**src/mem_bus_pkg.sv**
```systemverilog
package mem_bus_pkg;

    parameter int ADDR_W = 32;
    parameter int DATA_W = 32;
    parameter int MASK_W = 4;

    // widest word index inside one 4 MB window
    parameter int BANK_IDX_W = 20;

    // address map
    parameter logic [ADDR_W-1:0] BASE_START     = 32'h8000_0000;
    parameter logic [ADDR_W-1:0] BASE_END       = 32'h803F_FFFF;
    parameter logic [ADDR_W-1:0] EXT_START      = 32'h8040_0000;
    parameter logic [ADDR_W-1:0] EXT_END        = 32'h807F_FFFF;
    parameter logic [ADDR_W-1:0] UART_DATA_ADDR = 32'hBFD0_03F8;
    parameter logic [ADDR_W-1:0] UART_STAT_ADDR = 32'hBFD0_03FC;

    typedef enum logic [2:0] {
        REGION_BASE,
        REGION_EXT,
        REGION_UART_DATA,
        REGION_UART_STAT,
        REGION_NONE
    } region_e;

    // cpu side command, 69 bits
    typedef struct packed {
        logic              write;
        logic [ADDR_W-1:0] addr;
        logic [DATA_W-1:0] wdata;
        logic [MASK_W-1:0] mask;
    } bus_req_t;

    typedef struct packed {
        logic [DATA_W-1:0] rdata;
        logic              fault;  // unmapped address
    } bus_rsp_t;

    // bank side command, only the low BANK_AW index bits are used by a bank
    typedef struct packed {
        logic                  write;
        logic [BANK_IDX_W-1:0] index;
        logic [DATA_W-1:0]     wdata;
        logic [MASK_W-1:0]     mask;
    } bank_req_t;

endpackage
```
**src/bus_port.sv**
```systemverilog
module bus_port (
    input  logic                  clk_25M,
    input  logic                  rst_i,
    input  logic                  req_i,
    input  mem_bus_pkg::bus_req_t cmd_i,
    output logic                  ack_o,
    output mem_bus_pkg::bus_rsp_t rsp_o,
    output logic                  pend_o,
    output mem_bus_pkg::bus_req_t cmd_o,
    output mem_bus_pkg::region_e  region_o,
    input  logic                  done_i,
    input  mem_bus_pkg::bus_rsp_t rsp_i
);

    typedef enum logic [1:0] {
        ST_IDLE,
        ST_PEND,  // captured, waiting on the arbiter
        ST_ACK    // response held, waiting for req to drop
    } state_e;

    state_e               state_q;
    mem_bus_pkg::region_e region_d;

    // address decode, used only at capture
    always_comb begin
        region_d = mem_bus_pkg::REGION_NONE;
        if (cmd_i.addr >= mem_bus_pkg::BASE_START && cmd_i.addr <= mem_bus_pkg::BASE_END) begin
            region_d = mem_bus_pkg::REGION_BASE;
        end else if (cmd_i.addr >= mem_bus_pkg::EXT_START &&
                     cmd_i.addr <= mem_bus_pkg::EXT_END) begin
            region_d = mem_bus_pkg::REGION_EXT;
        end else if (cmd_i.addr == mem_bus_pkg::UART_DATA_ADDR) begin
            region_d = mem_bus_pkg::REGION_UART_DATA;
        end else if (cmd_i.addr == mem_bus_pkg::UART_STAT_ADDR) begin
            region_d = mem_bus_pkg::REGION_UART_STAT;
        end
    end

    always_ff @(posedge clk_25M) begin
        if (rst_i) begin
            state_q <= ST_IDLE;
        end else begin
            case (state_q)
                ST_IDLE: if (req_i) state_q <= ST_PEND;
                ST_PEND: if (done_i) state_q <= ST_ACK;
                ST_ACK:  if (!req_i) state_q <= ST_IDLE;
                default: state_q <= ST_IDLE;
            endcase
        end
    end

    always_ff @(posedge clk_25M) begin
        if (state_q == ST_IDLE && req_i) begin
            cmd_o    <= cmd_i;
            region_o <= region_d;
        end
        if (state_q == ST_PEND && done_i) begin
            rsp_o <= rsp_i;
        end
    end

    assign pend_o = (state_q == ST_PEND);
    assign ack_o  = (state_q == ST_ACK);

endmodule

```
**config.mk**
```make
export PLATFORM = sky130hd
export DESIGN_NAME = bus_port
export DESIGN_NICKNAME = d
export VERILOG_FILES = /design/src/mem_bus_pkg.sv /design/src/bus_port.sv
export SDC_FILE = /design/constraint.sdc
export NUM_CORES = 1
export LEC_CHECK = 0
export ABC_AREA = 1
export BUFFER_PORTS_ARGS = -buffer_cell sky130_fd_sc_hd__buf_2
export CAP_MARGIN = 10
export CORE_MARGIN = 5
export CORE_UTILIZATION = 43
export DETAILED_ROUTE_END_ITERATION = 12
export PLACE_DENSITY = 0.81
export SKIP_CTS_REPAIR_TIMING = 1
export SYNTH_ARGS = -nofsm -noshare
export SYNTH_HDL_FRONTEND = slang
export SYNTH_SLANG_ARGS = --single-unit
```
**constraint.sdc**
```tcl
create_clock -name clk_25M -period 2.5 [get_ports clk_25M]
set_input_delay 0.25 -clock clk_25M [delete_from_list [all_inputs] [get_ports clk_25M]]
set_output_delay 0.25 -clock clk_25M [all_outputs]
set_load 0.005 [all_outputs]
```
Yosys cells after proc, flatten, opt, wreduce, memory -nomap -nowiden
Cells that the tools add are included.
W data, S select, Z words.
Cells by class
  $lt $le $gt $ge: 4
  eq/ne operators: 7
  mux-type cells: 7
  reduce and logical (&&, ||, !) cells: 8
Operators with widths (number)
  $eq A32 B32 Y1 const B: 2
  $ge A32 B32 Y1 const B: 2
  $le A32 B32 Y1 const B: 2
  $mux W2: 4
  $pmux W2 S3: 1
  $logic_and A1 B1 Y1: 4
  $ne A2 B2 Y1 const B: 2
  $mux W3: 1
  $reduce_and A3 Y1: 1
  $reduce_or A3 Y1: 1
  $eq A2 B1 Y1 const B: 1
  $eq A2 B2 Y1 const B: 1
  $logic_not A2 Y1: 1
  $ne A2 B1 Y1 const B: 1
  $reduce_or A2 Y1: 1
  $mux W1: 1
Storage, ports and cells
  register bits after elaboration: 107
  bits of input ports: 106
  output and inout port bits: 107
  logic and storage cells: 36

Logic depth before layout (Yosys ltp)
  word-level depth: 4
  gate-level depth with buffers: 8
  depth with buffers taken out: 8

Worst setup path before layout
OpenSTA, ideal clock, no wires.
  path kind: reg2reg
  start: reg state_q[0]
  end: reg cmd_o[0] (netlist name), enable pin
  library setup time: 0.426 ns
  arrival: 1.849 ns
  data required time: 2.074 ns
  path slack: 0.225 ns
  cell stages (with the launch flop): 4
  buffers on the path: 0
  clock period less this slack: 2.275 ns
  cells stage by stage: dfxtp_1 inv_1 nand3_1 inv_1
On the way
  word-level cells in the longest chain between the ends: 2
RTL lines
  start: declaration: RTL line bus_port.sv:21  | state_e state_q;
  start signal: assignment: RTL line bus_port.sv:41  | state_q <= ST_IDLE;
  start signal: assignment: RTL line bus_port.sv:44  | ST_IDLE: if (req_i) state_q <= ST_PEND;
  start signal: assignment: RTL line bus_port.sv:45  | ST_PEND: if (done_i) state_q <= ST_ACK;
  $logic_not A2 Y1: RTL line bus_port.sv:53  | if (state_q == ST_IDLE && req_i) begin
  $logic_and A1 B1 Y1: RTL line bus_port.sv:53
  end signal: assignment: RTL line bus_port.sv:54  | cmd_o <= cmd_i;
  end: declaration: RTL line bus_port.sv:9  | output mem_bus_pkg::bus_req_t cmd_o,
Every way passes these cells.
A chain may end at the register's enable or synchronous reset.

Worst setup path after layout
  start: reg state_q[0]
  end: reg rsp_o[16] (netlist name), enable pin
On the way
  word-level cells in the longest chain between the ends: 2
RTL lines
  $eq A2 B1 Y1: RTL line bus_port.sv:57  | if (state_q == ST_PEND && done_i) begin
  $logic_and A1 B1 Y1: RTL line bus_port.sv:57
  end signal: assignment: RTL line bus_port.sv:58  | rsp_o <= rsp_i;
  end: declaration: RTL line bus_port.sv:7  | output mem_bus_pkg::bus_rsp_t rsp_o,
Every way passes these cells.

==> results.json <==
{
  "avgSynthCellArea_um2": 19.2,
  "rows": 33,
  "crit_fanout": 33,
  "initial_core_util_pct": 43.6,
  "wl_per_cell_um": 18.0,
  "antenna_found_initial": 0,
  "cts_max_level": 3,
  "synth.distinct_cells": 15,
  "cts_root_buffer": "clkbuf_8",
  "fin_crit_ns": 1.50,
  "synth_area_mm2": 0.00353,
  "num_vias": 2386,
  "fin_nets": 516,
  "timing.fmax_ghz": 0.668,
  "slew_violations": 0,
  "placed_cells": 504,
  "synthToLayoutAreaGrowth_pct": 40.3,
  "port_buffers": 212,
  "cp-end-kind": "register",
  "max_stage_delay_ns": 0.37,
  "drv_cap": 0,
  "peakVddDrop_uv": 309,
  "grt_pass1_wl_um": 13200,
  "hold_path_end": "state_q[1]",
  "cell_internal_pwr_mw": 2.70,
  "layout_common_cells": "buf_2 (212), edfxtp_1 (105), nand2_1 (21)",
  "ant_nets": 0,
  "clk_path_buf_depth": 2,
  "avgViaCountPerCell": 4.59,
  "final_common_cell": "buf_2",
  "critPathLaunchType": "register",
  "finalCritPeriodShare_pct": 59.9,
  "drc": 0,
  "tightest_slew_ns": 0.524,
  "first_pass_iters": 4,
  "dp_hpwl_um": 7520,
  "swShare_pct": 22.3,
  "drive_above_1_share_pct": 58.8,
  "layout.cells.non_filler": 520,
  "hold_violations": 0,
  "n_antenna_cell": 0,
  "rsz0062_at_grt": "false",
  "die_x_um": 101,
  "whs_ns": 0.0577,
  "fp.dieArea_mm2": 0.0101,
  "clockPowerShare_pct": 30.8,
  "path_common_cell": "inv_1",
  "die_h_um": 101,
  "yosys_warnings": 0,
  "p_leak_nw": 2.14,
  "core-area_mm2": 0.00809,
  "path_clk_slew_ns": 0.09,
  "clock_latency_ns": 0.36,
  "first_global_vias": 2439,
  "crit_chain": "inv_1 -> nor2_1 -> nand2_1 -> inv_1 -> buf_4",
  "grt_util_all_layers_pct": 17.7,
  "reg2reg_to": "rsp_o[16]",
  "drt-total-wl_um": 9340,
  "io_pins": 213,
  "drt_iter0_drc": 88,
  "fin_worst_skew_ns": 0.00941,
  "worstHoldStart": "rst_i",
  "status": "complete, no violations",
  "fin_tns_setup_ns": 0,
  "power.density_mw_per_mm2": 702,
  "power_switching_uw": 776,
  "synth_fp_nets": 290,
  "max_slew_margin_pct": 65.1,
  "cts_tree": "yes",
  "reg2reg_depth": 5,
  "finalCoreUtilization_pct": 61.2,
  "synth_seq_cells": 107,
  "crit_path_top_delay_cell": "buf_4",
  "required_ns": 2.51,
  "setup_ws_ns": 1.00,
  "path_class": "register to register",
  "finalSetupViolCount": 0,
  "seqPwrFrac_pct": 60.8,
  "regToRegSetupSlack_ns": 1.00,
  "cp.arrival_ns": 1.51,
  "grt_max_degree": 41,
  "cts_buffers": 9,
  "ys_seq_area_share_pct": 90.4,
  "timing.rr.start": "state_q[0]",
  "clkSinkCount": 107,
  "power_frac_comb_pct": 8.4,
  "hold_depth": 2,
  "synthCells": 184,
  "grt-ovfl-total": 0,
  "dp_slack_ns": 1.01,
  "hp-class": "input port to register",
  "gp_congestion": 0.812
}
[final cells by class]
cell class                      instances  area [um^2]
Timing Repair Buffer                  215         1080
Clock buffer                            9          124
Fill cell                             631         3140
Clock inverter                          7         85.1
Sequential cell                       107         3190
Inverter                               18         67.6
Tap cell                              105          131
Multi-Input combinational cell         59          272
[flip-flops by register name, indices dropped and copies added, names as in the netlist]
| signal | count |
|---|---|
| cmd_o | 69 |
| rsp_o | 33 |
| region_o | 3 |
| state_q | 2 |
[per-layer routing]
layer	vias to the layer above	global-route usage [%]	wire [um]
met5	-	0	0
met4	0	6.01	78
met3	9	7.13	1250
met2	144	29.0	4610
met1	1119	21.3	3400
li1	1114	-	-
[critical path, delay by kind of cell, from the launching register on]
| kind | cells | cell delay, ns |
|---|---|---|
| flip-flops | 1 | 0.34 |
| AND/OR/NAND/NOR | 2 | 0.31 |
| buffers and inverters | 3 | 0.49 |
[logic make-up after synthesis]
group	after synthesis	synth area share, %
buf+inv	18	1.91
flops	107	90.4
compound gates	3	0.425
simple gates	56	7.26
[through the flow]
stage / total power [mW] / cell area [um^2]
floorplan: 2.23 / 3530
global placement: 2.43 / 4750
detailed placement: 2.45 / 4750
CTS: 3.52 / 4960
global route: 3.63 / 4960
finish: 3.48 / 4960
[synth_stat cells (all sizes together)]
master,number,share of area [%]
nor2,25,3.3
inv,18,1.9
a21oi,2,0.28
nand3,6,0.99
o21ai,1,0.14
edfxtp,105,89
nand2,23,2.6
dfxtp,2,1.1
nand3b,1,0.21
nand4,1,0.18
[worst max-delay path by stage]
stage	slack (ns)	depth (start not counted)	endpoint	from
floorplan	0.23	3	cmd_o[0]	state_q[0]
finish	1.00	5	rsp_o[16]	state_q[0]
global placement	1.17	5	rsp_o[32]	state_q[0]
global route	0.88	5	rsp_o[16]	state_q[0]
CTS	0.99	5	rsp_o[5]	state_q[0]
detailed placement	1.01	5	rsp_o[21]	state_q[0]
[power groups by stage]
stage | Sequential (mW) | Clock [mW] | Combinational [mW]
finish | 2.12 | 1.07 | 0.291
CTS | 2.12 | 1.11 | 0.297
global route | 2.13 | 1.19 | 0.320
detailed placement | 2.16 | 0 | 0.296
global placement | 2.15 | 0 | 0.281
floorplan | 2.18 | 0 | 0.0573
Note: power is estimated with default switching activity, not from simulation.
