==> src/mem_bus_pkg.sv <==
package mem_bus_pkg;

    parameter int ADDR_W = 32;
    parameter int DATA_W = 32;
    parameter int MASK_W = 4;

    // widest word index inside one 4 MB window
    parameter int BANK_IDX_W = 20;

    // address map
    parameter logic [ADDR_W-1:0] BASE_START     = 32'h8000_0000;
    parameter logic [ADDR_W-1:0] BASE_END       = 32'h803F_FFFF;
    parameter logic [ADDR_W-1:0] EXT_START      = 32'h8040_0000;
    parameter logic [ADDR_W-1:0] EXT_END        = 32'h807F_FFFF;
    parameter logic [ADDR_W-1:0] UART_DATA_ADDR = 32'hBFD0_03F8;
    parameter logic [ADDR_W-1:0] UART_STAT_ADDR = 32'hBFD0_03FC;

    typedef enum logic [2:0] {
        REGION_BASE,
        REGION_EXT,
        REGION_UART_DATA,
        REGION_UART_STAT,
        REGION_NONE
    } region_e;

    // cpu side command, 69 bits
    typedef struct packed {
        logic              write;
        logic [ADDR_W-1:0] addr;
        logic [DATA_W-1:0] wdata;
        logic [MASK_W-1:0] mask;
    } bus_req_t;

    typedef struct packed {
        logic [DATA_W-1:0] rdata;
        logic              fault;  // unmapped address
    } bus_rsp_t;

    // bank side command, only the low BANK_AW index bits are used by a bank
    typedef struct packed {
        logic                  write;
        logic [BANK_IDX_W-1:0] index;
        logic [DATA_W-1:0]     wdata;
        logic [MASK_W-1:0]     mask;
    } bank_req_t;

endpackage
==> src/uart_regs.sv <==
module uart_regs (
    input  logic                           clk_25M,
    input  logic                           rst_i,
    input  logic                           rd_i,
    input  logic                           wr_i,
    input  logic [7:0]                     wdata_i,
    output logic                           busy_o,
    output logic [mem_bus_pkg::DATA_W-1:0] rdata_o,
    output logic [mem_bus_pkg::DATA_W-1:0] status_o,
    output logic                           tx_valid_o,
    output logic [7:0]                     tx_data_o,
    input  logic                           tx_ack_i,
    input  logic                           rx_valid_i,
    input  logic [7:0]                     rx_data_i,
    output logic                           rx_ack_o
);

    logic       tx_full_q;
    logic       rx_full_q;
    logic [7:0] rx_byte_q;

    always_ff @(posedge clk_25M) begin
        if (rst_i) begin
            tx_full_q  <= 1'b0;
            tx_valid_o <= 1'b0;
            rx_full_q  <= 1'b0;
            rx_ack_o   <= 1'b0;
        end else begin
            // transmit side
            if (wr_i) begin
                tx_full_q <= 1'b1;
            end else if (tx_valid_o && tx_ack_i) begin
                tx_full_q <= 1'b0;  // handshake done, holding reg free
            end
            if (tx_valid_o && tx_ack_i) begin
                tx_valid_o <= 1'b0;
            end else if (tx_full_q && !tx_valid_o && !tx_ack_i) begin
                tx_valid_o <= 1'b1;  // previous ack must be gone first
            end

            // receive side, no ack while a byte is still unread
            if (rd_i) rx_full_q <= 1'b0;
            if (rx_valid_i && !rx_ack_o && !rx_full_q) begin
                rx_full_q <= 1'b1;
                rx_ack_o  <= 1'b1;
            end else if (rx_ack_o && !rx_valid_i) begin
                rx_ack_o <= 1'b0;
            end
        end
    end

    always_ff @(posedge clk_25M) begin
        if (wr_i) tx_data_o <= wdata_i;
        if (rx_valid_i && !rx_ack_o && !rx_full_q) rx_byte_q <= rx_data_i;
        if (rd_i) begin
            rdata_o <= rx_full_q ? {{(mem_bus_pkg::DATA_W-8){1'b0}}, rx_byte_q} : '0;
        end
    end

    assign busy_o   = tx_full_q;
    assign status_o = {{(mem_bus_pkg::DATA_W-2){1'b0}}, rx_full_q, !tx_full_q};

endmodule

==> config.mk <==
export PLATFORM = sky130hd
export DESIGN_NAME = uart_regs
export DESIGN_NICKNAME = d
export VERILOG_FILES = /design/src/mem_bus_pkg.sv /design/src/uart_regs.sv
export SDC_FILE = /design/constraint.sdc
export NUM_CORES = 1
export LEC_CHECK = 0
export BUFFER_PORTS_ARGS = -buffer_cell sky130_fd_sc_hd__buf_4
export CAP_MARGIN = 20
export CORE_UTILIZATION = 37
export CTS_BUF_LIST = sky130_fd_sc_hd__clkbuf_16
export DETAILED_ROUTE_END_ITERATION = 7
export GPL_TIMING_DRIVEN = 0
export PLACE_DENSITY_LB_ADDON = 0.3
export SYNTH_ARGS = -nofsm -noshare
export SYNTH_HDL_FRONTEND = slang
export SYNTH_SLANG_ARGS = --single-unit
==> constraint.sdc <==
create_clock -name clk_25M -period 1.1 [get_ports clk_25M]
set_input_delay 0.275 -clock clk_25M [delete_from_list [all_inputs] [get_ports clk_25M]]
set_output_delay 0.275 -clock clk_25M [all_outputs]
set_load 0.005 [all_outputs]
## After elaboration in Yosys (flattened, before gate mapping)

Index checks and enable logic that the tools add are counted.

- Muxes and demuxes: 6
- Reduce and logical (&&, ||, !) cells: 16

Operators with widths:

| operator | number |
|---|---|
| 1-bit logical AND | 6 |
| 1-bit zero test | 6 |
| 1-bit two-way mux | 6 |
| 2-bit nonzero test | 3 |
| 2-bit OR reduction | 1 |

- Output and inout port bits: 75
- Input bits: 22
- Word-level logic and storage cells: 30
- Flip-flop bits (word level): 52

## Logic depth before layout (Yosys ltp)

Gate-level depths: netlist of run 1.

- Depth in word-level cells: 4
- Mapped depth: 3
- Gate-level depth less buffers: 2

## Least setup slack after synthesis of run 1

Ideal clock, no wire load.

- Path type: flip-flop to flip-flop
- Start point: register rx_ack_o
- End point: register rx_byte_q[0], enable pin
- Setup time: 0.373 ns
- Data arrival time: 0.789 ns
- Path slack: -0.062 ns
- Path buffers: 0
- Stages on the path, launching flop included: 2
- Clock period less this slack: 1.162 ns
- Data required time: 0.727 ns
- Cell sequence: dfxtp_1 -> nor3b_2

- Longest elaborated chain between the ends: 3

Ends and longest elaborated chain:

| element | RTL line | text |
|---|---|---|
| start: declaration | uart_regs.sv:15 | `output logic rx_ack_o` |
| start signal: assignment | uart_regs.sv:27 | `rx_ack_o <= 1'b0;` |
| start signal: assignment | uart_regs.sv:45 | `rx_ack_o <= 1'b1;` |
| start signal: assignment | uart_regs.sv:47 | `rx_ack_o <= 1'b0;` |
| 1-bit zero test | uart_regs.sv:54 | `if (rx_valid_i && !rx_ack_o && !rx_full_q) rx_byte_q <= rx_data_i;` |
| 1-bit logical AND (2 in series) | uart_regs.sv:54 |  |
| end signal: assignment | uart_regs.sv:54 |  |
| end: declaration | uart_regs.sv:20 | `logic [7:0] rx_byte_q;` |

No other way between the ends.
A chain may end at the register's enable or synchronous reset.

## Final worst setup path of run 1

- Start point: register rx_ack_o
- End point: output port rx_ack_o

No word-level cell between the ends.

==> impl_metrics.py, run 1 <==
metrics = {
    "grt": {
        "grt_max_degree": 16,
        "first_global_vias": 669,
        "grt_overflow_total": 0,
        "grt_use_total": 0.0918,
        "grt_antenna_before_repair": 0,
        "grt_pass1_wl_um": 2770,
    },
    "clock_network": {
        "clk_pin_slew_ns": 0.06,
        "cts_buffers": 3,
        "clk_latency_ns": 0.25,
        "htree_levels": 1,
        "root_buffer": "clkbuf_16",
        "clk_path_buf_depth": 2,
        "cts_tree": "built",
        "cts-hold-fix-buffers": 0,
        "cts.sinks": 28,
    },
    "route": {
        "postRouteAntennaNets": 0,
        "viasPerCell": 3.22,
        "first_pass_iters": 4,
        "num_vias": 804,
        "detail_route.wl_per_cell_um": 7.32,
        "drt-total-wl_um": 1830,
        "route.detailed.drc": 0,
        "drt_iter0_drc": 11,
    },
    "worst_setup_path": {
        "startpoint_type": "register",
        "crit_type": "reg2out",
        "path_depth": 1,
        "slowest_stage": "dfxtp_2",
        "crit_chain": "buf_4",
        "path_buf_inv": 1,
        "end_kind": "output port",
        "timing.rr.end": "rx_byte_q[5]$_DFFE_PP_",
        "reg2reg_slack_ns": 0.10,
        "r2r_cells": 2,
        "required_ns": 0.82,
        "critPathMaxStageDelay_ns": 0.38,
        "cp.arrival_ns": 0.77,
        "rr_startpoint": "rx_ack_o$_SDFFE_PP0P_",
        "path_delay_family": "flip-flops",
        "path_max_fanout": 3,
    },
    "layout": {
        "fin_nets": 227,
        "drive_gt1_frac": 0.574,
        "layout.cells.most_common_list": "buf_4, conb_1, edfxtp_1",
        "layout_commonest_cell": "buf_4",
        "fillers": 299,
        "area_growth_pct": 48.6,
        "multi_input_area_um2": 353,
        "n_antenna_cell": 0,
        "final-seq-area_um2": 807,
    },
    "run_status": {
        "status": "finished clean",
    },
    "timing": {
        "min_period_ns": 1.05,
        "hold_viol": 0,
        "tns_ns": 0,
        "hold_slack_ns": 0.191,
        "min_period_over_period": 0.950,
        "rsz0062_at_grt": "no",
        "maxSlewViolCount": 0,
        "setup_viol": 0,
        "fmax_mhz": 957,
        "clock_skew_ns": 0.00252,
    },
    "logic_synthesis": {
        "ys_types": 13,
        "synth_area_mm2": 0.00138,
        "ys_seq_area_frac": 0.580,
        "ys_ff_latch": 28,
        "yosys_warnings": 0,
        "syn_avg_cell_area_um2": 13.3,
        "netlist_instances": 104,
    },
    "pwr": {
        "power.share.switching": 0.189,
        "p_comb_frac": 0.168,
        "vdd_drop_max_mv": 0.843,
        "power.switching_w": 0.000462,
        "clkPwrFrac": 0.319,
        "power_w": 0.00245,
        "intPower_w": 0.00199,
        "p_seq_frac": 0.514,
        "power_density_mw_per_mm2": 1190,
        "p_leak_nw": 1.08,
    },
    "placed_design": {
        "portBuffers": 42,
        "gp_congestion": 0.712,
    },
    "hold_path": {
        "min_from": "tx_ack_i",
        "hold_end": "tx_valid_o$_SDFFE_PP0P_",
        "worst_hold_path_type": "in2reg",
        "whs_path_depth": 2,
    },
    "die": {
        "rows": 21,
        "io_pins": 97,
        "start_util": 0.401,
        "die_h_um": 63.1,
        "die_w_um": 63.1,
        "die_area_mm2": 0.00398,
        "fp.coreArea_mm2": 0.00344,
    },
    "run": {
        "max_cap_viol_count": 0,
    },
}
==> what timing repair did <==
item,4_1_cts,5_1_grt
pin swaps,1,0
gates resized for setup,2,2
buffers inserted,2,0
endpoints found under the setup margin,10,2
==> worst max path at each step <==
stage / from / endpoint / slack (ns)
floorplan: rx_ack_o$_SDFFE_PP0P_ / rx_byte_q[0]$_DFFE_PP_ / 0.04
global placement: rx_full_q$_SDFFE_PP0P_ / rx_byte_q[4]$_DFFE_PP_ / -0.05
detailed placement: rx_ack_o$_SDFFE_PP0P_ / rx_byte_q[4]$_DFFE_PP_ / -0.03
CTS: rx_full_q$_SDFFE_PP0P_ / status_o[1] / -0.03
global route: busy_o$_SDFFE_PP0P_ / status_o[0] / 0.02
finish: rx_ack_o$_SDFFE_PP0P_ / rx_ack_o / 0.05
==> cell usage after synthesis, drive strengths merged <==
library cell / count / share of area
and2: 8 / 0.044
dfxtp: 4 / 0.058
inv: 2 / 0.0054
o21ba: 1 / 0.0073
nor2b: 2 / 0.020
buf: 56 / 0.31
nor3: 1 / 0.0036
nor2: 2 / 0.0054
nor3b: 2 / 0.018
conb: 1 / 0.0027
a311oi: 1 / 0.0063
edfxtp: 24 / 0.52
==> state kept, by name (all words and copies together) (netlist names) <==
signal	flops
rdata_o	8
tx_valid_o	1
busy_o	1
rx_full_q	1
rx_ack_o	1
tx_data_o	8
rx_byte_q	8
==> through the flow <==
stage	instance area, um2	worst slack (ns)	instances	utilization
floorplan	1590	0.0425	157	-
global placement	1960	-0.0450	245	0.569
detailed placement	1960	-0.0342	245	0.569
CTS	2050	-0.0288	251	0.597
global route	2050	0.0220	250	0.596
finish	2050	0.0548	250	0.596
==> power by group through the flow <==
stage	clock (W)	sequential, W	combinational (W)
floorplan	0	0.00129	0.000236
global placement	0	0.00128	0.000397
detailed placement	0	0.00128	0.000399
CTS	0.000799	0.00126	0.000408
global route	0.000849	0.00126	0.000449
finish	0.000780	0.00126	0.000410
==> cell families after synthesis <==
family          Yosys count  synth area share
simple gates             15            0.0907
flops                    28             0.580
compound gates            2            0.0136
other cells               1           0.00272
buf+inv                  58             0.313
==> area by class of cell <==
cell class                      count  share of cell area
Buffer                             55               0.203
Timing Repair Buffer               44               0.161
Multi-Input combinational cell     71               0.172
Sequential cell                    28               0.394
Inverter                            2             0.00366
Tap cell                           46              0.0281
Clock buffer                        3              0.0366
Clock inverter                      1             0.00183
==> routing by layer <==
layer | track usage | wire length (um) | vias to the layer above
li1 | - | - | 432
met1 | 0.0838 | 583 | 316
met2 | 0.177 | 1010 | 52
met3 | 0.0199 | 197 | 4
met4 | 0.0610 | 44 | 0
met5 | 0 | 0 | -
Power figures use the tool's default switching activity.
==> run 2: changes to the inputs <==
--- a/config.mk
+++ b/config.mk
@@ -5,7 +5,7 @@
 export SDC_FILE = /design/constraint.sdc
 export NUM_CORES = 1
 export LEC_CHECK = 0
-export BUFFER_PORTS_ARGS = -buffer_cell sky130_fd_sc_hd__buf_4
+export BUFFER_PORTS_ARGS = -buffer_cell sky130_fd_sc_hd__buf_2
 export CAP_MARGIN = 20
 export CORE_UTILIZATION = 37
 export CTS_BUF_LIST = sky130_fd_sc_hd__clkbuf_16
==> run 2 against run 1 <==
- largest power group unchanged
- highest routed layer unchanged
- critical path type unchanged
- critical path depth up 1
- combinational power down 7.1%
- clock-buffer cell count unchanged
- final area down 3.7%
- the flow now finishes with violations (negative setup slack)
==> impl_metrics.py, run 2 (synthesis results as in run 1) <==
metrics = {
    "run_status": {
        "status": "complete, but fails checks",
        "violations": "negative setup slack",
    },
    "pwr": {
        "power_w": 0.00242,
        "vdd_drop_max_mv": 0.566,
        "p_leak_nw": 1.05,
        "power_density_mw_per_mm2": 1220,
    },
    "placed_design": {
        "portBuffers": 42,
        "gp_congestion": 0.701,
        "pre_cts_ws_ns": -0.0372,
        "hpwl_um": 1550,
    },
    "timing": {
        "setup_viol": 1,
        "maxSlewViolCount": 0,
        "hold_viol": 0,
        "fmax_mhz": 904,
        "min_period_ns": 1.11,
        "clock_skew_ns": 0.00104,
        "rsz0062_at_grt": "yes",
        "min_period_over_period": 1.01,
        "worst_slack_ns": -0.00594,
    },
    "grt": {
        "grt_use_total": 0.0918,
        "grt_overflow_total": 0,
        "grt_antenna_before_repair": 0,
        "grt_pass1_wl_um": 2770,
        "grt_max_degree": 16,
        "first_global_vias": 686,
    },
    "die": {
        "die_h_um": 63.1,
        "io_pins": 97,
        "die_w_um": 63.1,
        "die_area_mm2": 0.00398,
        "rows": 21,
        "fp.coreArea_mm2": 0.00344,
        "start_util": 0.401,
    },
    "layout": {
        "area_growth_pct": 43.2,
        "n_antenna_cell": 0,
        "fillers": 292,
        "fin_nets": 228,
        "drive_gt1_frac": 0.576,
        "final-seq-area_um2": 807,
        "multi_input_area_um2": 353,
        "layout_commonest_cell": "buf_4",
        "final_util": 0.574,
        "layout.cells.most_common_list": "buf_4, conb_1, buf_2",
        "largestRegisters": "rdata_o: 8 flops, rx_byte_q: 8 flops, tx_data_o: 8 flops",
    },
    "worst_setup_path": {
        "startpoint_type": "register",
        "end_kind": "output port",
        "crit_type": "reg2out",
        "rr_startpoint": "rx_ack_o$_SDFFE_PP0P_",
        "required_ns": 0.82,
        "path_max_fanout": 3,
        "reg2reg_slack_ns": 0.05,
        "endpoint": "status_o[1]",
        "crit_start": "rx_full_q$_SDFFE_PP0P_",
        "timing.rr.end": "rx_byte_q[1]$_DFFE_PP_",
        "cp.arrival_ns": 0.83,
        "r2r_cells": 2,
    },
    "clock_network": {
        "clk_pin_slew_ns": 0.06,
        "cts_buffers": 3,
        "clk_latency_ns": 0.25,
        "root_buffer": "clkbuf_16",
        "htree_levels": 1,
        "cts_tree": "built",
        "clk_path_buf_depth": 2,
        "cts.sinks": 28,
        "cts-hold-fix-buffers": 0,
    },
    "route": {
        "drt_iter0_drc": 17,
        "drt-total-wl_um": 1840,
        "detail_route.wl_per_cell_um": 7.32,
        "viasPerCell": 3.26,
        "num_vias": 818,
        "first_pass_iters": 4,
        "postRouteAntennaNets": 0,
        "route.detailed.drc": 0,
    },
    "hold_path": {
        "worst_hold_path_type": "in2reg",
        "min_from": "rx_data_i[3]",
    },
    "run": {
        "max_cap_viol_count": 0,
    },
}
[run 2: power breakdown]
group          leakage [nW]  switching (W)  internal (W)
registers             0.271      0.0000229       0.00123
logic                 0.742       0.000145      0.000236
clock network        0.0423       0.000296      0.000485
total                  1.05       0.000464       0.00195
[run 2: layout make-up]
class	count	share of cell area
Buffer	56	0.217
Clock buffer	3	0.0380
Clock inverter	1	0.00190
Inverter	2	0.00380
Multi-Input combinational cell	71	0.179
Sequential cell	28	0.408
Tap cell	46	0.0291
Timing Repair Buffer	44	0.123
[run 2: critical path, stage by stage, from the launching register on]
cell and delay [ns]:
dfxtp_4 0.36, buf_6 0.11, buf_6 0.10
[run 2: per-layer routing]
metal | up-vias | track usage | wire [um]
met5 | - | 0 | 0
met3 | 2 | 0.0181 | 178
met1 | 332 | 0.0920 | 596
met2 | 50 | 0.165 | 1020
met4 | 0 | 0.0698 | 42
li1 | 434 | - | -
[run 2: worst min path at each step]
stage,cells after the start,to
6_report,1,rx_byte_q[3]$_DFFE_PP_
5_1_grt,1,rx_byte_q[3]$_DFFE_PP_
4_1_cts,1,rx_byte_q[7]$_DFFE_PP_
3_5_place_dp,1,rx_byte_q[7]$_DFFE_PP_
3_3_place_gp,1,rx_byte_q[4]$_DFFE_PP_
2_1_floorplan,1,rx_ack_o$_SDFFE_PP0P_
[run 2: timing repair]
item / CTS / global route
endpoints found under the hold margin: 0 / 0
setup buffers: 2 / 0
pin swaps: 1 / 0
gates resized for setup: 2 / 4
endpoints found under the setup margin: 10 / 2
[run 2: metrics by stage]
stage	std cells	setup TNS, ns	area, um2	hold slack, ns
final	251	-0.00594	1980	0.194
after global routing	251	-0.0260	1980	0.182
after CTS	251	-0.0179	1960	0.192
after detailed placement	245	-0.296	1850	0.453
after global placement	245	-0.375	1850	0.452
after floorplan	157	0	1590	0.345
