**src/mem_bus_pkg.sv**
```systemverilog
package mem_bus_pkg;

    parameter int ADDR_W = 32;
    parameter int DATA_W = 32;
    parameter int MASK_W = 4;

    // widest word index inside one 4 MB window
    parameter int BANK_IDX_W = 20;

    // address map
    parameter logic [ADDR_W-1:0] BASE_START     = 32'h8000_0000;
    parameter logic [ADDR_W-1:0] BASE_END       = 32'h803F_FFFF;
    parameter logic [ADDR_W-1:0] EXT_START      = 32'h8040_0000;
    parameter logic [ADDR_W-1:0] EXT_END        = 32'h807F_FFFF;
    parameter logic [ADDR_W-1:0] UART_DATA_ADDR = 32'hBFD0_03F8;
    parameter logic [ADDR_W-1:0] UART_STAT_ADDR = 32'hBFD0_03FC;

    typedef enum logic [2:0] {
        REGION_BASE,
        REGION_EXT,
        REGION_UART_DATA,
        REGION_UART_STAT,
        REGION_NONE
    } region_e;

    // cpu side command, 69 bits
    typedef struct packed {
        logic              write;
        logic [ADDR_W-1:0] addr;
        logic [DATA_W-1:0] wdata;
        logic [MASK_W-1:0] mask;
    } bus_req_t;

    typedef struct packed {
        logic [DATA_W-1:0] rdata;
        logic              fault;  // unmapped address
    } bus_rsp_t;

    // bank side command, only the low BANK_AW index bits are used by a bank
    typedef struct packed {
        logic                  write;
        logic [BANK_IDX_W-1:0] index;
        logic [DATA_W-1:0]     wdata;
        logic [MASK_W-1:0]     mask;
    } bank_req_t;

endpackage
```
**src/bus_arbiter.sv**
```systemverilog
module bus_arbiter #(
    parameter int BANK_WORDS = 256
) (
    input  logic                                clk_25M,
    input  logic                                rst_i,
    input  logic                                fetch_pend_i,
    input  mem_bus_pkg::bus_req_t               fetch_cmd_i,
    input  mem_bus_pkg::region_e                fetch_region_i,
    output logic                                fetch_done_o,
    output mem_bus_pkg::bus_rsp_t               fetch_rsp_o,
    input  logic                                data_pend_i,
    input  mem_bus_pkg::bus_req_t               data_cmd_i,
    input  mem_bus_pkg::region_e                data_region_i,
    output logic                                data_done_o,
    output mem_bus_pkg::bus_rsp_t               data_rsp_o,
    output logic                                base_en_o,
    output mem_bus_pkg::bank_req_t              base_req_o,
    input  logic [mem_bus_pkg::DATA_W-1:0]      base_rdata_i,
    output logic                                ext_en_o,
    output mem_bus_pkg::bank_req_t              ext_req_o,
    input  logic [mem_bus_pkg::DATA_W-1:0]      ext_rdata_i,
    output logic                                uart_rd_o,
    output logic                                uart_wr_o,
    output logic [7:0]                          uart_wdata_o,
    input  logic                                uart_busy_i,
    input  logic [mem_bus_pkg::DATA_W-1:0]      uart_rdata_i,
    input  logic [mem_bus_pkg::DATA_W-1:0]      uart_status_i
);

    localparam int   BANK_AW   = $clog2(BANK_WORDS);
    localparam logic OWN_FETCH = 1'b0;
    localparam logic OWN_DATA  = 1'b1;

    logic f_served_q, d_served_q;  // issued, waiting for pend to drop
    logic f_want, f_base, f_ext, f_uart, f_none;
    logic d_want, d_base, d_ext, d_uart, d_none;
    logic d_uart_wr;
    logic d_go;
    logic uart_act_q;              // serial slot in use this cycle
    logic base_own_q, ext_own_q, uart_own_q;

    function automatic mem_bus_pkg::bank_req_t to_bank(mem_bus_pkg::bus_req_t cmd,
                                                       logic allow_wr);
        mem_bus_pkg::bank_req_t r;
        r.write = cmd.write & allow_wr;
        r.index = '0;
        r.index[BANK_AW-1:0] = cmd.addr[BANK_AW+1:2];  // aliases inside the window
        r.wdata = cmd.wdata;
        r.mask  = cmd.mask;
        return r;
    endfunction

    function automatic mem_bus_pkg::bus_rsp_t form_rsp(mem_bus_pkg::region_e region);
        mem_bus_pkg::bus_rsp_t r;
        r.fault = 1'b0;
        case (region)
            mem_bus_pkg::REGION_BASE:      r.rdata = base_rdata_i;
            mem_bus_pkg::REGION_EXT:       r.rdata = ext_rdata_i;
            mem_bus_pkg::REGION_UART_DATA: r.rdata = uart_rdata_i;
            mem_bus_pkg::REGION_UART_STAT: r.rdata = uart_status_i;
            default: begin
                r.rdata = '0;
                r.fault = 1'b1;
            end
        endcase
        return r;
    endfunction

    always_comb begin
        f_want = fetch_pend_i && !f_served_q;
        f_base = f_want && fetch_region_i == mem_bus_pkg::REGION_BASE;
        f_ext  = f_want && fetch_region_i == mem_bus_pkg::REGION_EXT;
        f_uart = f_want && (fetch_region_i == mem_bus_pkg::REGION_UART_DATA ||
                            fetch_region_i == mem_bus_pkg::REGION_UART_STAT);
        f_none = f_want && fetch_region_i == mem_bus_pkg::REGION_NONE;

        d_want = data_pend_i && !d_served_q;
        d_base = d_want && data_region_i == mem_bus_pkg::REGION_BASE;
        d_ext  = d_want && data_region_i == mem_bus_pkg::REGION_EXT;
        d_uart = d_want && (data_region_i == mem_bus_pkg::REGION_UART_DATA ||
                            data_region_i == mem_bus_pkg::REGION_UART_STAT);
        d_none = d_want && data_region_i == mem_bus_pkg::REGION_NONE;
        d_uart_wr = data_cmd_i.write && data_region_i == mem_bus_pkg::REGION_UART_DATA;

        // fetch has priority, data waits a slot on a clash or a full tx register
        d_go = d_want && !(d_base && f_base) && !(d_ext && f_ext) && !(d_uart && f_uart)
               && !(d_uart_wr && uart_busy_i);

        fetch_rsp_o = form_rsp(fetch_region_i);
        data_rsp_o  = form_rsp(data_region_i);
    end

    always_ff @(posedge clk_25M) begin
        if (rst_i) begin
            f_served_q   <= 1'b0;
            d_served_q   <= 1'b0;
            base_en_o    <= 1'b0;
            ext_en_o     <= 1'b0;
            uart_act_q   <= 1'b0;
            uart_rd_o    <= 1'b0;
            uart_wr_o    <= 1'b0;
            fetch_done_o <= 1'b0;
            data_done_o  <= 1'b0;
        end else begin
            if (f_want) f_served_q <= 1'b1;
            else if (!fetch_pend_i) f_served_q <= 1'b0;
            if (d_go) d_served_q <= 1'b1;
            else if (!data_pend_i) d_served_q <= 1'b0;

            base_en_o  <= f_base || (d_go && d_base);
            ext_en_o   <= f_ext || (d_go && d_ext);
            uart_act_q <= f_uart || (d_go && d_uart);
            // fetch writes become reads
            uart_rd_o  <= (f_uart && fetch_region_i == mem_bus_pkg::REGION_UART_DATA) ||
                          (d_go && data_region_i == mem_bus_pkg::REGION_UART_DATA &&
                           !data_cmd_i.write);
            uart_wr_o  <= d_go && d_uart_wr;

            // results land one cycle after issue, faults one cycle after seen
            fetch_done_o <= (base_en_o && base_own_q == OWN_FETCH) ||
                            (ext_en_o && ext_own_q == OWN_FETCH) ||
                            (uart_act_q && uart_own_q == OWN_FETCH) || f_none;
            data_done_o  <= (base_en_o && base_own_q == OWN_DATA) ||
                            (ext_en_o && ext_own_q == OWN_DATA) ||
                            (uart_act_q && uart_own_q == OWN_DATA) || (d_go && d_none);
        end
    end

    always_ff @(posedge clk_25M) begin
        base_req_o   <= f_base ? to_bank(fetch_cmd_i, 1'b0) : to_bank(data_cmd_i, 1'b1);
        ext_req_o    <= f_ext ? to_bank(fetch_cmd_i, 1'b0) : to_bank(data_cmd_i, 1'b1);
        base_own_q   <= f_base ? OWN_FETCH : OWN_DATA;
        ext_own_q    <= f_ext ? OWN_FETCH : OWN_DATA;
        uart_own_q   <= f_uart ? OWN_FETCH : OWN_DATA;
        uart_wdata_o <= data_cmd_i.wdata[7:0];
    end

endmodule

```
**config.mk**
```make
export PLATFORM = sky130hd
export DESIGN_NAME = bus_arbiter
export DESIGN_NICKNAME = d
export VERILOG_FILES = /design/src/mem_bus_pkg.sv /design/src/bus_arbiter.sv
export SDC_FILE = /design/constraint.sdc
export NUM_CORES = 1
export LEC_CHECK = 0
export ABC_AREA = 1
export BUFFER_PORTS_ARGS = -buffer_cell sky130_fd_sc_hd__buf_2
export CORE_AREA = 2 2 184 186
export CTS_BUF_LIST = sky130_fd_sc_hd__clkbuf_4 sky130_fd_sc_hd__clkbuf_8
export CTS_CLUSTER_DIAMETER = 200
export DETAILED_ROUTE_END_ITERATION = 8
export DIE_AREA = 0 0 186 188
export GPL_TIMING_DRIVEN = 0
export PLACE_DENSITY_LB_ADDON = 0.15
export REMOVE_ABC_BUFFERS = 1
export SYNTH_ARGS = -nofsm -noshare
export SYNTH_HDL_FRONTEND = slang
export SYNTH_SLANG_ARGS = --single-unit
```
**constraint.sdc**
```tcl
create_clock -name clk_25M -period 1.22 [get_ports clk_25M]
set_input_delay 0.183 -clock clk_25M [delete_from_list [all_inputs] [get_ports clk_25M]]
set_output_delay 0.183 -clock clk_25M [all_outputs]
set_load 0.01 [all_outputs]
```
# Word level (Yosys, flattened, before mapping)

Cells that the tools add are included.

Output and inout bits: 194
Flip-flop bits (word level): 110
Logic and storage cells: 103
Bits in read-only memories: 0
Memories kept: 0
Bits in latches: 0
RAM bits: 0

Bitwise operators: 3
Equality and inequality tests: 10
$add $sub $neg: 0
Multiplexer cells: 13
Shift operators: 0
Magnitude comparators: 0
Reduce and logical (&&, ||, !) cells: 56
Div/mod/pow operators: 0
$mul: 0

Operators by type and width:

| cell                 | count |
|---|---|
| $pmux W32 S4         | 2 |
| $mux W44             | 2 |
| $logic_and A1 B1 Y1  | 33 |
| $eq A3 B2 Y1 const B | 4 |
| $logic_or A1 B1 Y1   | 12 |
| $mux W1              | 9 |
| $reduce_or A4 Y1     | 2 |
| $logic_not A1 Y1     | 7 |
| $eq A3 B1 Y1 const B | 2 |
| $eq A3 B3 Y1 const B | 2 |
| $logic_not A3 Y1     | 2 |
| $ne A2 B1 Y1 const B | 2 |
| $not A1 Y1           | 3 |

# Depth between registers and ports, before layout

Gate-level depths: netlist (run 1).

Word-level depth: 12
Mapped depth: 9
Depth with buffers taken out: 9

# Worst setup path after synthesis (run 1)

Ideal clock, no wire load.

Path kind: input to output
From: input data_region_i[2]
To: output data_rsp_o[12] (netlist name)
Buffers on the path: 2
Stages on the path: 5
Arrival time: 1085 ps
Path slack: -48 ps
Cell sequence: buf_2 nor2_1 nand2_1 clkbuf_1 o221ai_1

RTL lines:

| item            | RTL line          | RTL |
|---|---|---|
| start, declared | bus_arbiter.sv:13 | `input mem_bus_pkg::region_e data_region_i,` |
| end, declared   | bus_arbiter.sv:15 | `output mem_bus_pkg::bus_rsp_t data_rsp_o,` |

==> results summary, run 1 <==
The synthesized instance count came out at 775. At the later pin of the worst-skew pair, clock insertion delay measures 0.39 ns. The final max-slew violation count is 0. The post-route clock skew came out at 0.01474 ns. The share of the cycle needed by the critical path after routing is 1.176. The run finished, with violations left. The first TritonRoute pass finished after 4 iterations.

The area of the mapped netlist is 5441 um2. The tool flagged a number of max-cap violations equal to 0. Setup total negative slack on the finished layout was measured at -15.30 ns. The total power draw is 0.009460 W. The power per standard cell area came out at about 790 nW/um2. The core region is 33110 um2. Along the worst path, the maximum fanout reaches 8.

The worst register-to-register path ends at base_req_o[18]. In the global route stage, met1 resource usage came out at 0.1839. The average wire per standard cell came out at 20.07 um. Yosys mapped a number of flops with a built-in enable equal to 0. The worst-path cell with the longest stage delay is sky130_fd_sc_hd__nor2_4. The total placed instance area came out at between 7000 and 8000 um2. During synthesis, Yosys emitted a total of 0 warnings. The most instantiated flip-flop cell in the synthesis netlist is sky130_fd_sc_hd__dfxtp_1.

The capturing element type of the critical path is an output pin. The count of input and output buffers came out at 397. The number of nets at the end of the flow came out at 1571.

Counting instances in the post-synthesis netlist gives the leading cell types as sky130_fd_sc_hd__inv_1 (158), sky130_fd_sc_hd__nand2_1 (111), sky130_fd_sc_hd__dfxtp_1 (110), sky130_fd_sc_hd__o21ai_0 (88), sky130_fd_sc_hd__nor2_1 (80). The data arrival time of the worst path is 1.25 ns. Counting along the longest clock path gives a buffer depth of 2. The worst flop-to-flop path startpoint is f_served_q. For flop-to-flop paths, the worst setup slack is -0.12 ns. Of the post-synthesis cell area, the dominant cell type holds 0.4047. From synthesis to final layout, the design area changed by 119.5%. Of all flip-flops after synthesis, the portion carrying an async set or reset was 0. The upper clock frequency limit is 697.2 MHz. The category of the most critical setup path is in2out. OpenSTA, run right after detailed placement, puts the worst setup slack at -1.041 ns. The worst reg2reg path depth is 8. The layer flagged by global routing as most heavily used is met2.

CTS saw 110 sinks. In this run the most critical hold path is launched from fetch_cmd_i[4]. The largest voltage drop on the vdd net came out at 0.5301 mV.

For this run, global-route usage on met2 was measured as 0.3210. For this design the top-level I/O count stands at 471. Together, buffers and inverters on the worst path number 3. On the critical path the largest part of the delay comes from simple AND/OR/NAND/NOR gates. The fraction of final layout cells with drive strength greater than 1 is 0.6212. The number of CTS-inserted buffers came out at 9.

The placer's final routability congestion estimate came out at just under 0.8. Measured on the finished design, the core utilization comes to 0.3608. The time the final worst path needs with I/O delays and setup came out at 1.434 ns. The post-detailed-route DRC marker count is 0.

The routed wire length came out at 35120 um. The cell leakage power came out at about 5.7 nW. STA classifies the critical path startpoint as an input port. The worst hold path terminates at base_req_o[4]. CTS placed an instance of sky130_fd_sc_hd__clkbuf_8 at the clock tree root. The checks that failed: negative setup slack. After the first detailed-routing iteration, the DRC count stood at 225. sky130_fd_sc_hd__inv_1 is the most common cell in the netlist. After synthesis, the mean cell area works out to 7.021 um2.

The final HPWL from detailed placement came out at 19440 um. In the post-synthesis netlist, the biggest area contributors are sky130_fd_sc_hd__dfxtp_1 (40%), sky130_fd_sc_hd__inv_1 (11%), sky130_fd_sc_hd__o221ai_1 (10%). Setup repair after global routing could not meet its margin everywhere. For this run, the slowest stage of the critical path takes about 0.20 ns. The number of hold-slack violations in the final timing report came to 0. After floorplanning, the core was divided into 67 placement rows. The initial core utilization is 0.1643.

Global routing finished with a remaining overflow of 0. The endpoint required time on the critical path came out at ~1.0 ns. Entering global routing, the biggest net connects 46 pins. The number of global-route vias before repair came out at 7240.

After layout, the worst setup slack is -0.2143 ns. The total non-filler cell area in the finished layout is 11950 um2. In this run, distinct cell masters in the synthesized netlist total 25.

The height of the chip is 188 um. The met3 track utilization from global routing is 0.04389. The area enclosed by the die boundary came out at 34970 um2. The clock-pin transition on the worst setup and hold timing paths came out at ~0.11 ns. The count of nets left with antenna violations once routing finished came out at 0. The number of stages on the worst setup path came out at 8. The floorplan step set the die width to ~190 um. The detailed-route vias per instance came out at roughly 4.2. The number of storage elements in the synthesis netlist came out at 110. The final-report setup violation count is 132. The number of antenna violations at the first check in global routing is 6. The total number of H-tree levels came out at 3.

The type of the worst min-delay path is in2reg. The critical path goes through buf_12, nor2_4, buf_8, nand2_4, nor2_1, a21oi_1, o221ai_1, buf_2. Summing over every cut layer, the via total after detailed routing is 7399. The fraction of the yosys area taken by sequential cells is 0.4047. The biggest area contributor in the post-synthesis netlist is sky130_fd_sc_hd__dfxtp_1. The wire length of the first global-routing pass came out at 44650 um. Counting instances, the worst hold path has a depth of 3. The global-route usage over all layers is 0.1733. The clock tree from TritonCTS is built.
-- per-stage QoR --
| stage | hold WS (ns) | cells |
|---|---|---|
| floorplan | 0.2107 | 729 |
| global placement | 0.3011 | 1574 |
| detailed placement | 0.3020 | 1579 |
| CTS | 0.002704 | 1706 |
| global route | 0.007009 | 1750 |
| finish | 0.01896 | 1750 |
-- state kept, by name, indices dropped and copies added (netlist names) --
name / count
base_own_q: 1
uart_own_q: 1
ext_own_q: 1
data_done_o: 1
fetch_done_o: 1
ext_req_o: 45
uart_wdata_o: 8
uart_rd_o: 1
base_req_o: 45
ext_en_o: 1
f_served_q: 1
base_en_o: 1
uart_wr_o: 1
uart_act_q: 1
d_served_q: 1
-- worst reg2reg max path: cells and delay by family (launching register included) --
family                 cells  cell delay, ns
AO/OA/AOI/OAI              1            0.07
flip-flops                 1            0.35
AND/OR/NAND/NOR            3            0.29
buffers and inverters      4            0.57
-- report_power, final --
group / total [W] / internal, W / switching [W]
clock network: 0.00250 / 0.00102 / 0.00149
logic: 0.00308 / 0.00140 / 0.00169
registers: 0.00387 / 0.00382 / 0.0000546
-- final cells by class --
class	count	area, um2
clock buffers	9	123.9
multi-input cells	473	3973
repair buffers	526	4004
inverters	160	649.4
repair inverters	14	324.1
well taps	448	560.5
clock inverters	7	101.3
flip-flops and latches	110	2203
diodes	3	7.507
fillers	3494	21170
-- worst max path at each step --
| stage | startpoint | endpoint | slack (ns) |
|---|---|---|---|
| floorplan | fetch_region_i[0] | base_en_o | -0.80 |
| global route | data_region_i[2] | data_rsp_o[8] | -0.26 |
| CTS | data_region_i[1] | data_rsp_o[20] | -0.21 |
| global placement | fetch_region_i[2] | ext_req_o[4] | -2.27 |
| finish | data_region_i[2] | data_rsp_o[8] | -0.21 |
| detailed placement | data_region_i[2] | data_rsp_o[10] | -1.04 |
-- metal layers --
layer	vias to the layer above	routed length, um
met4	0	1120
met3	52	2400
met1	3450	13060
li1	3546	-
met5	-	0
met2	351	18540
-- timing repair --
action | in CTS | in global routing
gates resized for setup | 217 | 354
hold buffers | 47 | 0
buffers inserted | 41 | 17
setup endpoints to repair | 160 | 157
endpoints found under the hold margin | 76 | 0
pin swaps | 41 | 20
cloned | 23 | 27
-- cell families after synthesis --
group,after synthesis,share of synthesized area
AO/OA/AOI/OAI,221,0.2483
other,1,0.0006892
AND/OR/NAND/NOR,214,0.1575
flip-flops,110,0.4047
buffers and inverters,229,0.1888
-- placed cells by master, fill, tap and decap left out, types with 22 or more instances in the layout --
cell type / n
sky130_fd_sc_hd__conb_1: 24
sky130_fd_sc_hd__buf_2: 388
sky130_fd_sc_hd__buf_12: 31
sky130_fd_sc_hd__o221ai_2: 37
sky130_fd_sc_hd__nor2_2: 22
sky130_fd_sc_hd__a21oi_2: 39
sky130_fd_sc_hd__o21ai_2: 38
sky130_fd_sc_hd__nand2_1: 32
sky130_fd_sc_hd__a21oi_1: 24
sky130_fd_sc_hd__nand2_4: 22
sky130_fd_sc_hd__nor2_4: 45
sky130_fd_sc_hd__dlygate4sd3_1: 47
sky130_fd_sc_hd__dfxtp_1: 109
sky130_fd_sc_hd__inv_1: 152
sky130_fd_sc_hd__o221ai_1: 23
sky130_fd_sc_hd__o21ai_1: 46
sky130_fd_sc_hd__nand2_2: 55
Note: power is estimated with default switching activity, not from simulation.
==> inputs of run 2 (changes only) <==
CELL_PAD_IN_SITES_DETAIL_PLACEMENT = 1   (was not set)
CELL_PAD_IN_SITES_GLOBAL_PLACEMENT = 1   (was not set)
CORE_AREA = 2 2 181 183   (was 2 2 184 186)
DIE_AREA = 0 0 183 185   (was 0 0 186 188)
==> run 2 against run 1 <==
Effect of this change: the flow still finishes with violations (negative setup slack); first-iteration DRC count is 3.6% lower; critical endpoint is now fetch_rsp_o[8]; via count is 0.57% lower; combinational power is 1% lower; clock skew hardly changed; final cell count is 3.7% lower; worst hold slack better by 0.0099 ns; non-clock buffer count is 22 lower; setup slack hardly changed; critical path depth is 1 lower; sequential power hardly changed; register-to-register slack better by 0.02 ns; die area is 3.2% lower.
==> results summary, run 2 (synthesis gave the netlist of run 1 again) <==
The run finished, with violations left. For this run, the total global-route usage over all layers was measured as 0.1849. After detailed routing, the total wire length is roughly 36000 um. The internal cell power is 0.005954 W. The final reports fail on negative setup slack. The final max-slew violation count came out at 0.

The region available for standard cell placement spans 32040 um2. The wire length on met2 is 19180 um. In the final routed layout, each cell accounts on average for 21.15 um. The number of inserted filler cells in the final layout is 3853. STA classifies the critical path startpoint as an input port.

The number of global-route vias before repair came out at between 7000 and 8000. Of the available clock period, the critical path in the final layout requires 1.176. CTS built an H-tree with a depth of 3. The final worst slack is -0.2147 ns.

For this design the top-level I/O count stands at 471. Of the total power, the share spent switching nets is 0.3467. After floorplanning, the core was divided into 66 placement rows. Clock latency on the worst-skew pair, taken at its later pin, is between 0.3 and 0.4 ns. The detailed-route vias per instance came out at 4.366. The post-detailed-route DRC marker count is 0. The met3 wire length is around 2300 um. The floorplan step defined a die boundary enclosing ~34000 um2. The count of routing violations after the opening detailed-route iteration came out at 217. The fraction of final layout cells with drive strength greater than 1 came out at 0.6139.

In the layout the commonest cells are sky130_fd_sc_hd__buf_2 (385), sky130_fd_sc_hd__inv_1 (153), sky130_fd_sc_hd__dfxtp_1 (109). The cell leakage power came out at 5.574 nW. Max-cap violations in this run came to 0. The count of input and output buffers came out at 397. The relative contribution of the clock network to total power is 0.242. The met1 wire length came out at 13350 um. The completed layout was analyzed and its total power is roughly 0.0091 W.

The area growth from synthesis to layout is 110.9%. The height of the chip came out at 185 um. The leading cell type in the layout, fill and taps excluded is sky130_fd_sc_hd__buf_2. The power dissipated by switching net loads came out at 0.003160 W. The worst-case hold slack came out at 0.02889 ns. The delay of the slowest cell on the worst path is 0.19 ns. Among the stages of the critical path, the cell type that occurs most often is sky130_fd_sc_hd__buf_12. The post-route clock skew is around 0.015 ns. The critical path is of the in2out type.

Summed over all layers, the global routing overflow is 0. The post-route antenna net violation count is 0. Setup violations remaining at the end of the flow were counted as about 150. After clock tree synthesis, the clock-pin slew on the worst setup and hold paths is 0.11 ns. The combinational group share of total power came out at 0.333.

The critical path goes through buf_12, nor2_4, buf_12, buf_12, nand2_8, o221ai_2, buf_2. The upper clock frequency limit came out at ~700 MHz. The highest metal layer carrying signal wires in the routed design is met5. The endpoint required time on the critical path came out at 1.04 ns.

The number of vias after detailed routing is around 7400. The final HPWL from detailed placement is 20600 um. The number of inserted diodes is 0. Of the total power, registers draw 0.425. The number of CTS-inserted buffers came out at 9. The time the final worst path needs with I/O delays and setup came out at 1.435 ns.

The largest voltage drop on the vdd net came out at 0.7517 mV. The clock drives 110 sinks. The horizontal die dimension came out at 183 um. Clock tree synthesis selected as its root buffer the cell sky130_fd_sc_hd__clkbuf_8. The data arrival time of the worst path is 1.25 ns. The number of antenna violations at the first check in global routing came out at 3. The wire length of the first global-routing pass is 46350 um. For this run, the share of the core covered by cells in the final layout is 0.3581. The worst-path cell with the longest stage delay is sky130_fd_sc_hd__buf_12. After the last flow step, the layout net total stands at 1549. The placer's final routability congestion estimate is 0.7434. The maximum clock path buffer count came out at 2. The worst setup path is captured at an output pin. Power spread over the standard cell area amounts to 794.4 nW/um2.

The maximum number of pins on one net before global-route repair came out at between 40 and 50. The initial core utilization came out at 0.1698. The iteration count of the initial detailed-routing pass is 4.

The path class of the tightest hold or removal check is in2reg. The largest registers in the layout are base_req_o: 45 flops, ext_req_o: 45 flops, uart_wdata_o: 8 flops. TritonCTS built the clock tree. The number of hold-slack violations in the final timing report came to 0. Setup repair after global routing could not meet its margin everywhere. The worst-path maximum fanout is 8.
==> run 2: cell types whose count changed in the layout (fill, tap and decap cells not counted), sizes merged, moves of 2 or more <==
cell,delta
buf,-12
clkbuf,-2
clkinv,-9
diode,-3
dlygate4sd3,-7
inv,+6
nand2,+2
==> run 2: through the flow <==
step | cell area (um2) | worst slack (ns) | setup TNS, ns | instances
after global placement | 7599 | -2.189 | -255.96 | 1534
after global routing | 11470 | -0.2544 | -25.56 | 1685
after floorplan | 5101 | -0.8039 | -69.19 | 729
final | 11470 | -0.2147 | -18.98 | 1685
after CTS | 9935 | -0.2341 | -12.91 | 1654
after detailed placement | 7735 | -1.226 | -130.51 | 1539
==> run 2: final cells by class <==
type / count / area (um2) / area share
Clock buffer: 10 / 131.4 / 0.01145
Clock inverter: 6 / 55.05 / 0.004798
Inverter: 160 / 638.1 / 0.05562
Multi-Input combinational cell: 475 / 4093 / 0.3567
Sequential cell: 110 / 2203 / 0.1920
Tap cell: 408 / 510.5 / 0.04449
Timing Repair Buffer: 504 / 3602 / 0.3140
Timing Repair inverter: 12 / 240.2 / 0.02094
==> run 2: critical path: cells and delay by family <==
| kind | cells | cell delay [ns] |
|---|---|---|
| buf+inv | 4 | 0.59 |
| simple gates | 2 | 0.27 |
| compound gates | 1 | 0.19 |
==> run 2: repair_timing <==
item                                    in CTS  in global routing
cloned                                      24                 22
hold endpoints to repair                    61                  0
buffers inserted                            35                 12
pin swaps                                   36                 56
hold buffers                                40                  0
endpoints found under the setup margin     160                140
resized for setup                          199                336
==> run 2: final timing paths <==
kind                            cells after the start        endpoint         startpoint  slack (ns)
worst min register to register                      2      d_served_q         d_served_q        0.51
worst max register to register                      9       base_en_o         f_served_q       -0.10
worst min-delay path                                3   ext_req_o[12]    fetch_cmd_i[12]        0.03
worst max-delay path                                7  fetch_rsp_o[8]  fetch_region_i[2]       -0.21
==> run 2: power groups by stage <==
stage	Combinational (W)	Clock [W]	Sequential, W
2_1_floorplan	0.000684	0	0.00408
3_3_place_gp	0.00188	0	0.00395
3_5_place_dp	0.00191	0	0.00396
4_1_cts	0.00263	0.00232	0.00388
5_1_grt	0.00326	0.00243	0.00390
6_report	0.00304	0.00220	0.00388
==> run 2: metal layers <==
layer,track usage,up-vias
li1,-,3500
met4,0.03584,4
met5,0,-
met2,0.3653,320
met1,0.1976,3486
met3,0.04601,47
